## src/logic/i3c_ccc_settings.svh

```systemverilog
/*
  CCC codes, event-enable bit positions and reset values for the target CCC path.
  Only the CCCs listed here are decoded. All other codes are ignored.
*/
`ifndef I3C_CCC_SETTINGS_SVH
`define I3C_CCC_SETTINGS_SVH

// Broadcast CCC codes
`define CCC_ENEC_B    8'h00
`define CCC_DISEC_B   8'h01
`define CCC_RSTDAA_B  8'h06
`define CCC_SETMWL_B  8'h09
`define CCC_SETMRL_B  8'h0A

// Direct CCC codes
`define CCC_ENEC_D    8'h80
`define CCC_DISEC_D   8'h81
`define CCC_SETDASA_D 8'h87
`define CCC_SETMWL_D  8'h89
`define CCC_SETMRL_D  8'h8A

`define I3C_BCAST_ADDR 7'h7E

// Bit positions in the ENEC/DISEC payload byte
`define EVT_IBI_BIT 0
`define EVT_CRR_BIT 1
`define EVT_HJ_BIT  3

`define MWL_RESET 16'd256
`define MRL_RESET 16'd256

`endif

```

## src/logic/i3c_ccc_pkg.sv

```systemverilog
/*
  Shared types for the target CCC path.
  CCC codes below 8'h80 are broadcast, codes from 8'h80 up are direct.
*/
`default_nettype none

package i3c_ccc_pkg;

  // Static or dynamic target address
  typedef logic [6:0] addr7_t;

  // Raw byte from the bus, address bytes carry RnW in bit 0
  typedef logic [7:0] bus_byte_t;

  typedef logic [7:0] ccc_code_t;

  // Maximum write or read length
  typedef logic [15:0] xfer_len_t;

  typedef enum logic [2:0] {
    IDLE,
    ADDR,
    CODE,
    BCAST_DATA,
    DIRECT_WAIT,
    DIRECT_ADDR,
    DIRECT_DATA,
    IGNORE
  } ccc_state_e;

endpackage

`default_nettype wire

```

## src/logic/i3c_bus_monitor.sv

```systemverilog
/*
  Receive-only I3C bus monitor. SCL and SDA are sampled on clk_i, so each SCL
  phase must last at least 3 clk_i cycles. Every output pulse comes 3 cycles
  after the pin change that causes it. The ninth bit of a byte is not checked.
*/
`default_nettype none

module i3c_bus_monitor (
  input  logic                   clk_i,
  input  logic                   arst_n_i,
  input  logic                   scl_i,
  input  logic                   sda_i,
  output logic                   start_o,
  output logic                   rstart_o,
  output logic                   stop_o,
  output logic                   byte_valid_o,
  output logic                   first_o,
  output i3c_ccc_pkg::bus_byte_t byte_o
);
  import i3c_ccc_pkg::*;

  logic [1:0] scl_sync_q;
  logic [1:0] sda_sync_q;
  logic       scl_q;
  logic       sda_q;
  logic       scl_rise;
  logic       start_det;
  logic       stop_det;
  logic       byte_done;
  logic       frame_open_q;
  logic       first_q;
  logic [3:0] bit_cnt_q;
  bus_byte_t  shift_q;

  // Two-flop synchronizer and edge register, idle bus is high
  always_ff @(posedge clk_i or negedge arst_n_i) begin
    if (!arst_n_i) begin
      scl_sync_q <= 2'b11;
      sda_sync_q <= 2'b11;
      scl_q      <= 1'b1;
      sda_q      <= 1'b1;
    end else begin
      scl_sync_q <= {scl_sync_q[0], scl_i};
      sda_sync_q <= {sda_sync_q[0], sda_i};
      scl_q      <= scl_sync_q[1];
      sda_q      <= sda_sync_q[1];
    end
  end

  assign scl_rise  = scl_sync_q[1] & ~scl_q;
  assign start_det = scl_sync_q[1] & scl_q & sda_q & ~sda_sync_q[1];
  assign stop_det  = scl_sync_q[1] & scl_q & ~sda_q & sda_sync_q[1];
  assign byte_done = frame_open_q & scl_rise & (bit_cnt_q == 4'd8);

  // Frame state and bit position within the current byte
  always_ff @(posedge clk_i or negedge arst_n_i) begin
    if (!arst_n_i) begin
      frame_open_q <= 1'b0;
      first_q      <= 1'b0;
      bit_cnt_q    <= 4'd0;
    end else if (start_det) begin
      frame_open_q <= 1'b1;
      first_q      <= 1'b1;
      bit_cnt_q    <= 4'd0;
    end else if (stop_det) begin
      frame_open_q <= 1'b0;
      first_q      <= 1'b0;
      bit_cnt_q    <= 4'd0;
    end else if (byte_done) begin
      first_q   <= 1'b0;
      bit_cnt_q <= 4'd0;
    end else if (frame_open_q && scl_rise) begin
      bit_cnt_q <= bit_cnt_q + 4'd1;
    end
  end

  // MSB first, the ninth bit is skipped
  always_ff @(posedge clk_i) begin
    if (frame_open_q && scl_rise && (bit_cnt_q < 4'd8)) begin
      shift_q <= {shift_q[6:0], sda_sync_q[1]};
    end
  end

  always_ff @(posedge clk_i or negedge arst_n_i) begin
    if (!arst_n_i) begin
      start_o      <= 1'b0;
      rstart_o     <= 1'b0;
      stop_o       <= 1'b0;
      byte_valid_o <= 1'b0;
      first_o      <= 1'b0;
    end else begin
      start_o      <= start_det & ~frame_open_q;
      rstart_o     <= start_det & frame_open_q;
      stop_o       <= stop_det;
      byte_valid_o <= byte_done;
      first_o      <= byte_done & first_q;
    end
  end

  always_ff @(posedge clk_i) begin
    if (byte_done) begin
      byte_o <= shift_q;
    end
  end

endmodule

`default_nettype wire

```

## src/logic/ccc_decoder.sv

```systemverilog
/*
  CCC decoder for the target side. Issues one command pulse per complete CCC,
  one cycle after the last byte. Incomplete or unknown CCCs give no command.
  cmd_code_o and cmd_data_o are only meaningful while cmd_valid_o is high.
*/
`default_nettype none

`include "i3c_ccc_settings.svh"

module ccc_decoder (
  input  logic                   clk_i,
  input  logic                   arst_n_i,
  input  logic                   start_i,
  input  logic                   rstart_i,
  input  logic                   stop_i,
  input  logic                   byte_valid_i,
  input  logic                   first_i,
  input  i3c_ccc_pkg::bus_byte_t byte_i,
  input  i3c_ccc_pkg::addr7_t    static_addr_i,
  input  i3c_ccc_pkg::addr7_t    dyn_addr_i,
  input  logic                   dyn_addr_valid_i,
  output logic                   cmd_valid_o,
  output i3c_ccc_pkg::ccc_code_t cmd_code_o,
  output i3c_ccc_pkg::xfer_len_t cmd_data_o
);
  import i3c_ccc_pkg::*;

  ccc_state_e state_q;
  logic       code_kept;
  logic [1:0] code_len;
  logic       two_q;
  logic       got_one_q;
  logic       last_byte;
  logic       addr_match;
  logic       in_data;

  // Payload length of the code on byte_i
  always_comb begin
    code_kept = 1'b0;
    code_len  = 2'd0;
    case (byte_i)
      `CCC_RSTDAA_B: code_kept = 1'b1;
      `CCC_ENEC_B, `CCC_DISEC_B, `CCC_ENEC_D, `CCC_DISEC_D, `CCC_SETDASA_D: begin
        code_kept = 1'b1;
        code_len  = 2'd1;
      end
      `CCC_SETMWL_B, `CCC_SETMRL_B, `CCC_SETMWL_D, `CCC_SETMRL_D: begin
        code_kept = 1'b1;
        code_len  = 2'd2;
      end
      default: ;
    endcase
  end

  // SETDASA answers on the static address, the rest on the dynamic one
  assign addr_match = ~byte_i[0] & ((cmd_code_o == `CCC_SETDASA_D) ?
                      (~dyn_addr_valid_i & (byte_i[7:1] == static_addr_i)) :
                      (dyn_addr_valid_i & (byte_i[7:1] == dyn_addr_i)));

  assign last_byte = got_one_q | ~two_q;
  assign in_data   = (state_q == BCAST_DATA) || (state_q == DIRECT_DATA);

  always_ff @(posedge clk_i or negedge arst_n_i) begin
    if (!arst_n_i) begin
      state_q     <= IDLE;
      two_q       <= 1'b0;
      got_one_q   <= 1'b0;
      cmd_valid_o <= 1'b0;
    end else begin
      cmd_valid_o <= 1'b0;
      if (stop_i) begin
        state_q <= IDLE;
      end else if (start_i) begin
        state_q <= ADDR;
      end else begin
        case (state_q)
          ADDR: begin
            if (byte_valid_i && first_i) begin
              state_q <= (byte_i == {`I3C_BCAST_ADDR, 1'b0}) ? CODE : IGNORE;
            end
          end
          CODE: begin
            if (rstart_i) begin
              state_q <= ADDR;
            end else if (byte_valid_i) begin
              two_q     <= (code_len == 2'd2);
              got_one_q <= 1'b0;
              if (!code_kept) begin
                state_q <= IGNORE;
              end else if (byte_i[7]) begin
                state_q <= DIRECT_WAIT;
              end else if (code_len == 2'd0) begin
                cmd_valid_o <= 1'b1;
                state_q     <= IGNORE;
              end else begin
                state_q <= BCAST_DATA;
              end
            end
          end
          BCAST_DATA, DIRECT_DATA: begin
            if (rstart_i) begin
              state_q <= (state_q == DIRECT_DATA) ? DIRECT_ADDR : ADDR;
            end else if (byte_valid_i) begin
              got_one_q <= 1'b1;
              if (last_byte) begin
                cmd_valid_o <= 1'b1;
                state_q     <= (state_q == DIRECT_DATA) ? DIRECT_WAIT : IGNORE;
              end
            end
          end
          DIRECT_WAIT: begin
            if (rstart_i) begin
              state_q <= DIRECT_ADDR;
            end
          end
          DIRECT_ADDR: begin
            if (byte_valid_i && first_i) begin
              got_one_q <= 1'b0;
              state_q   <= addr_match ? DIRECT_DATA : DIRECT_WAIT;
            end
          end
          default: ;
        endcase
      end
    end
  end

  // Code and payload capture
  always_ff @(posedge clk_i) begin
    if ((state_q == CODE) && byte_valid_i) begin
      cmd_code_o <= byte_i;
    end
    if (in_data && byte_valid_i) begin
      if (got_one_q) begin
        cmd_data_o[7:0] <= byte_i;
      end else begin
        cmd_data_o <= {byte_i, 8'h00};
      end
    end
  end

endmodule

`default_nettype wire

```

## src/logic/ccc_executor.sv

```systemverilog
/*
  Target state changed by the kept CCCs. Registers update one cycle after
  cmd_valid_i. Enables reset to 1 and both lengths to 256.
  Commands with codes it does not know are dropped.
*/
`default_nettype none

`include "i3c_ccc_settings.svh"

module ccc_executor (
  input  logic                   clk_i,
  input  logic                   arst_n_i,
  input  logic                   cmd_valid_i,
  input  i3c_ccc_pkg::ccc_code_t cmd_code_i,
  input  i3c_ccc_pkg::xfer_len_t cmd_data_i,
  output i3c_ccc_pkg::addr7_t    dyn_addr_o,
  output logic                   dyn_addr_valid_o,
  output logic                   ibi_en_o,
  output logic                   crr_en_o,
  output logic                   hj_en_o,
  output i3c_ccc_pkg::xfer_len_t mwl_o,
  output i3c_ccc_pkg::xfer_len_t mrl_o
);
  import i3c_ccc_pkg::*;

  // One-byte commands carry their byte in the upper half
  bus_byte_t payload;

  assign payload = cmd_data_i[15:8];

  always_ff @(posedge clk_i or negedge arst_n_i) begin
    if (!arst_n_i) begin
      dyn_addr_o       <= '0;
      dyn_addr_valid_o <= 1'b0;
      ibi_en_o         <= 1'b1;
      crr_en_o         <= 1'b1;
      hj_en_o          <= 1'b1;
      mwl_o            <= `MWL_RESET;
      mrl_o            <= `MRL_RESET;
    end else if (cmd_valid_i) begin
      case (cmd_code_i)
        `CCC_ENEC_B, `CCC_ENEC_D: begin
          ibi_en_o <= ibi_en_o | payload[`EVT_IBI_BIT];
          crr_en_o <= crr_en_o | payload[`EVT_CRR_BIT];
          hj_en_o  <= hj_en_o | payload[`EVT_HJ_BIT];
        end
        `CCC_DISEC_B, `CCC_DISEC_D: begin
          ibi_en_o <= ibi_en_o & ~payload[`EVT_IBI_BIT];
          crr_en_o <= crr_en_o & ~payload[`EVT_CRR_BIT];
          hj_en_o  <= hj_en_o & ~payload[`EVT_HJ_BIT];
        end
        // Address sits in bits 7:1 of the SETDASA byte
        `CCC_SETDASA_D: begin
          dyn_addr_o       <= payload[7:1];
          dyn_addr_valid_o <= 1'b1;
        end
        `CCC_RSTDAA_B: dyn_addr_valid_o <= 1'b0;
        `CCC_SETMWL_B, `CCC_SETMWL_D: mwl_o <= cmd_data_i;
        `CCC_SETMRL_B, `CCC_SETMRL_D: mrl_o <= cmd_data_i;
        default: ;
      endcase
    end
  end

endmodule

`default_nettype wire

```

## src/logic/i3c_target_ccc.sv

```systemverilog
/*
  Receive-only I3C target CCC path. SDA is never driven, ACK and T-bits
  must come from outside. Each SCL phase needs at least 3 clk_i cycles.
  State outputs change 5 cycles after the ninth SCL rise of a command's last byte.
*/
`default_nettype none

module i3c_target_ccc (
  input  logic                   clk_i,
  input  logic                   arst_n_i,
  input  logic                   scl_i,
  input  logic                   sda_i,
  input  i3c_ccc_pkg::addr7_t    static_addr_i,
  output logic                   bus_start_o,
  output logic                   bus_rstart_o,
  output logic                   bus_stop_o,
  output i3c_ccc_pkg::bus_byte_t bus_addr_o,
  output logic                   bus_addr_valid_o,
  output i3c_ccc_pkg::addr7_t    dyn_addr_o,
  output logic                   dyn_addr_valid_o,
  output logic                   ibi_en_o,
  output logic                   crr_en_o,
  output logic                   hj_en_o,
  output i3c_ccc_pkg::xfer_len_t mwl_o,
  output i3c_ccc_pkg::xfer_len_t mrl_o
);
  import i3c_ccc_pkg::*;

  logic      byte_valid;
  logic      cmd_valid;
  ccc_code_t cmd_code;
  xfer_len_t cmd_data;

  // First byte after START or Sr is the address byte
  i3c_bus_monitor u_bus_monitor (
    .clk_i        (clk_i),
    .arst_n_i     (arst_n_i),
    .scl_i        (scl_i),
    .sda_i        (sda_i),
    .start_o      (bus_start_o),
    .rstart_o     (bus_rstart_o),
    .stop_o       (bus_stop_o),
    .byte_valid_o (byte_valid),
    .first_o      (bus_addr_valid_o),
    .byte_o       (bus_addr_o)
  );

  ccc_decoder u_ccc_decoder (
    .clk_i            (clk_i),
    .arst_n_i         (arst_n_i),
    .start_i          (bus_start_o),
    .rstart_i         (bus_rstart_o),
    .stop_i           (bus_stop_o),
    .byte_valid_i     (byte_valid),
    .first_i          (bus_addr_valid_o),
    .byte_i           (bus_addr_o),
    .static_addr_i    (static_addr_i),
    .dyn_addr_i       (dyn_addr_o),
    .dyn_addr_valid_i (dyn_addr_valid_o),
    .cmd_valid_o      (cmd_valid),
    .cmd_code_o       (cmd_code),
    .cmd_data_o       (cmd_data)
  );

  ccc_executor u_ccc_executor (
    .clk_i            (clk_i),
    .arst_n_i         (arst_n_i),
    .cmd_valid_i      (cmd_valid),
    .cmd_code_i       (cmd_code),
    .cmd_data_i       (cmd_data),
    .dyn_addr_o       (dyn_addr_o),
    .dyn_addr_valid_o (dyn_addr_valid_o),
    .ibi_en_o         (ibi_en_o),
    .crr_en_o         (crr_en_o),
    .hj_en_o          (hj_en_o),
    .mwl_o            (mwl_o),
    .mrl_o            (mrl_o)
  );

endmodule

`default_nettype wire

```

## config.mk

```make
export PLATFORM = sky130hd
export DESIGN_NAME = i3c_target_ccc
export DESIGN_NICKNAME = d
export VERILOG_FILES = /design/src/logic/i3c_ccc_pkg.sv /design/src/logic/i3c_bus_monitor.sv /design/src/logic/ccc_decoder.sv /design/src/logic/ccc_executor.sv /design/src/logic/i3c_target_ccc.sv
export VERILOG_INCLUDE_DIRS = /design/src /design/src/logic
export SDC_FILE = /design/constraint.sdc
export NUM_CORES = 1
export LEC_CHECK = 0
export ABC_AREA = 1
export BUFFER_PORTS_ARGS = -buffer_cell sky130_fd_sc_hd__buf_2
export CORE_MARGIN = 3
export CORE_UTILIZATION = 61
export CTS_CLUSTER_SIZE = 25
export DETAILED_ROUTE_END_ITERATION = 10
export PLACE_DENSITY = 0.91
export RECOVER_POWER = 50
export SYNTH_ARGS = -nofsm -noshare
export SYNTH_HDL_FRONTEND = slang
export SYNTH_SLANG_ARGS = --single-unit
```

## constraint.sdc

```tcl
create_clock -name clk_i -period 4.9 [get_ports clk_i]
set_clock_uncertainty 0.15 [all_clocks]
set_input_delay 0.735 -clock clk_i [delete_from_list [all_inputs] [get_ports clk_i]]
set_output_delay 0.735 -clock clk_i [all_outputs]
set_load 0.01 [all_outputs]
```

==> impl_metrics.csv <==
group,metric,value,unit
power_and_ir_drop,p_int,1.24,mW
yosys,syn-num-nets,475,
timing,finalHoldViolCount,0,
placement,io_buffers,65,
yosys,synth_area_leaders,"dfrtp_1 31%, edfxtp_1 27%, nand2_1 10%",
placement,hpwl,6.57,mm
yosys,synth_adder_area_share,0.557,%
status,violations,"max-capacitance violations, max-slew violations",
finish,area_delta_synth_final,12.0,%
detailed_routing,via_per_inst,5.28,
cts,clkSlewWorstSetupHoldPaths,0.09,ns
yosys,ys_seq_elements,106,
floorplan,die_h,91.8,um
cts,clk_latency,0.37,ns
yosys,synth-simple-area-share,19.7,%
setup_path,slowest_delay,1.49,ns
yosys,yosysTopAreaCellShare,30.6,%
timing,fmax,316,MHz
yosys,synth_xor_area_share,0.780,%
grt,overflow,0,
flow_run,max_cap_violations,1,
finish,design_area,5030,um2
floorplan,initial_core_util,64.4,%
setup_path,r2r-end,"u_ccc_executor.mwl_o[4]",
setup_path,crit_arrival,3.30,ns
yosys,ys_warn_count,0,
setup_path,cp-start-kind,"input port",
grt,grt_max_degree,43,
setup_path,crit_slowest_cell,"clkbuf_1",
floorplan,die-area,8430,um2
cts,cts.sinks,106,
yosys,synth_edf_count,40,
detailed_routing,drt_iter0_markers,259,
timing,relSlewSlack,-41.9,%
finish,antenna_cells,0,
floorplan,ios,66,
setup_path,path_class,"input port to asynchronous set/reset pin",
timing,fin_setup_tns,0,ns
cts,post_cts.repair.setup_buffers,0,
timing,worst_pin_slew,2.13,ns
power_and_ir_drop,p_comb_share,14.9,%
yosys,synth_top_family_by_area,"simple AND/OR/NAND/NOR gates",
cts,cts_hold_buf,0,
floorplan,die_w,91.8,um
power_and_ir_drop,switching_share,29.1,%
setup_path,crit_family,"buffers and inverters",
detailed_routing,vias,3327,
cts,htree_levels,3,
detailed_routing,drc,0,
grt,grt.total_usage,22.6,%
detailed_routing,wl,8.94,mm
setup_path,worstPathRequired,5.03,ns
yosys,ys_seq_area_share,63.8,%
setup_path,cp_cell_sequence,"clkbuf_1 > clkbuf_1",
grt,antenna_found_initial,0,
timing,drv_slew,43,
setup_path,critPathMostFrequentCell,"clkbuf_1",
yosys,yosysTopAreaCell,"dfrtp_1",
floorplan,floorplan.rows,30,
timing,finalSetupViolCount,0,
yosys,async_reset_ff_share,62.3,%
yosys,yosys-top-cells-count,"124 x nand2_1, 69 x inv_1, 55 x dfrtp_1",
detailed_routing,wl_per_cell,14.2,um
cts,cts_resized,0,
finish,final_nets,542,
grt,grt_pass1_wl,14.8,mm
timing,fin_crit,3.17,ns
yosys,muxShareOfSynthArea,0,%
setup_path,startpoint,"arst_n_i",
setup_path,ff2ff_setup_slack,2.14,ns
setup_path,crit_path_end,"u_bus_monitor.bit_cnt_q[1]",
yosys,netlist_instances,462,
power_and_ir_drop,ir_drop,0.000336,V
detailed_routing,postRouteAntennaNets,0,
cts,cts_tree,"done",
timing,fin_crit_sh,64.6,%
setup_path,worst_setup_path_end_kind,"asynchronous set/reset pin",
detailed_routing,drtPass1Iterations,5,
yosys,syn_area,4490,um2
setup_path,reg2reg_depth,3,
yosys,synth_cell_types,39,
finish,drive_gt1_share,19.5,%
status,status,"finished with violations",
power_and_ir_drop,pwr-share-clk,28.0,%
grt,first_global_vias,3159,
power_and_ir_drop,switching_power,0.508,mW
power_and_ir_drop,powerDensity,347,nW/um2
placement,place_area,4900,um2
floorplan,core,6980,um2
cts,cts_buffers,9,
setup_path,reg2reg_from,"u_ccc_decoder.cmd_code_o[5]",
power_and_ir_drop,power_frac_seq,57.1,%
cts,clockBufferDepth,2,
placement,place_congestion,0.942,
power_and_ir_drop,p_total,1.75,mW
power_and_ir_drop,p_leak,2.49,nW
yosys,yosysMostFrequentCell,"nand2_1",
yosys,synth_flop_cell,"dfrtp_1",
yosys,synth-compound-area-share,7.46,%
setup_path,crit_buf_inv,2,
cts,cts_root_buf,"clkbuf_8",
hold_path,holdCritPathClass,"flop to flop",
setup_path,path_max_fanout,42,
setup_path,worstSetupPathDepth,2,
yosys,syn_avg_cell_area,9.73,um2
timing,rsz0062_at_grt,"false",
==> layout make-up <==
cell class,count,area (um2)
inverter,80,300
sequential,106,2870
fill,529,1950
tap,96,120
timing repair buffer,66,319
clock inverter,6,51.3
multi-input combinational,266,1250
clock buffer,10,128
==> per-layer routing <==
layer  part of all wire [%]  wire length [um]  up-vias  track usage [%]
li1                       -                 -     1602                -
met1                     42              3770     1572             29.3
met2                     49              4370      128             37.6
met3                    6.7               602       25             4.35
met4                    2.3               204        0             9.03
met5                      0                 0        -                0
==> registers in the layout, summed over array words and instances, names as in the netlist, 2 cells and up, named ones only <==
name	cells
u_bus_monitor.bit_cnt_q	4
u_bus_monitor.byte_o	8
u_ccc_decoder.cmd_data_o	16
u_ccc_executor.mwl_o	16
u_bus_monitor.sda_sync_q	2
u_ccc_decoder.cmd_code_o	8
u_ccc_executor.dyn_addr_o	7
u_bus_monitor.scl_sync_q	2
u_ccc_decoder.state_q	3
u_bus_monitor.shift_q	8
u_ccc_executor.mrl_o	16
==> power groups by stage <==
stage | registers (mW) | logic [mW] | clock network, mW
finish | 0.999 | 0.261 | 0.490
global route | 1.00 | 0.299 | 0.543
CTS | 0.998 | 0.266 | 0.505
detailed placement | 1.02 | 0.264 | 0
global placement | 1.01 | 0.252 | 0
floorplan | 1.00 | 0.212 | 0
==> cells in the final DEF, fill, tap and decap left out, types with 2 or more instances in the layout <==
cell,instances
nand2_1,124
inv_1,69
buf_2,57
dfrtp_1,55
edfxtp_1,40
nor2_1,29
o21ai_1,29
o21ai_0,18
nand3_1,17
inv_2,11
clkbuf_1,10
dfstp_2,9
clkbuf_8,9
nor3_1,8
nand4_1,6
a21oi_1,5
nor2_4,3
xnor2_1,3
nand2_2,2
nor2_2,2
nor4_1,2
nand3_2,2
ha_1,2
inv_8,2
clkinv_4,2
dfstp_1,2
==> worst min-delay path by stage <==
stage,from,cells past startpoint,to
final,u_bus_monitor.scl_sync_q[0],0,u_bus_monitor.scl_sync_q[1]
after global routing,u_bus_monitor.scl_sync_q[0],0,u_bus_monitor.scl_sync_q[1]
after CTS,u_bus_monitor.scl_sync_q[0],0,u_bus_monitor.scl_sync_q[1]
after detailed placement,u_bus_monitor.scl_sync_q[0],0,u_bus_monitor.scl_sync_q[1]
after global placement,u_bus_monitor.sda_sync_q[0],0,u_bus_monitor.sda_sync_q[1]
after floorplan,u_bus_monitor.scl_sync_q[0],0,u_bus_monitor.scl_sync_q[1]
==> stage by stage <==
step	setup slack, ns	hold slack [ns]	std cells	util (%)
2_1_floorplan	3.02	0.195	462	-
3_3_place_gp	2.65	0.199	614	70.2
3_5_place_dp	2.45	0.197	614	70.2
4_1_cts	2.39	0.216	630	72.7
5_1_grt	1.22	0.225	630	72.1
6_report	1.73	0.219	630	72.1
==> kinds of logic (layout without fill, tap and decap cells) <==
| logic type | Yosys count | after routing |
|---|---|---|
| simple gates | 199 | 199 |
| flops | 106 | 106 |
| buf+inv | 90 | 162 |
| compound gates | 61 | 61 |
| xor+xnor | 4 | 4 |
| fa+ha+maj | 2 | 2 |
Note: power is estimated with default switching activity, not from simulation.
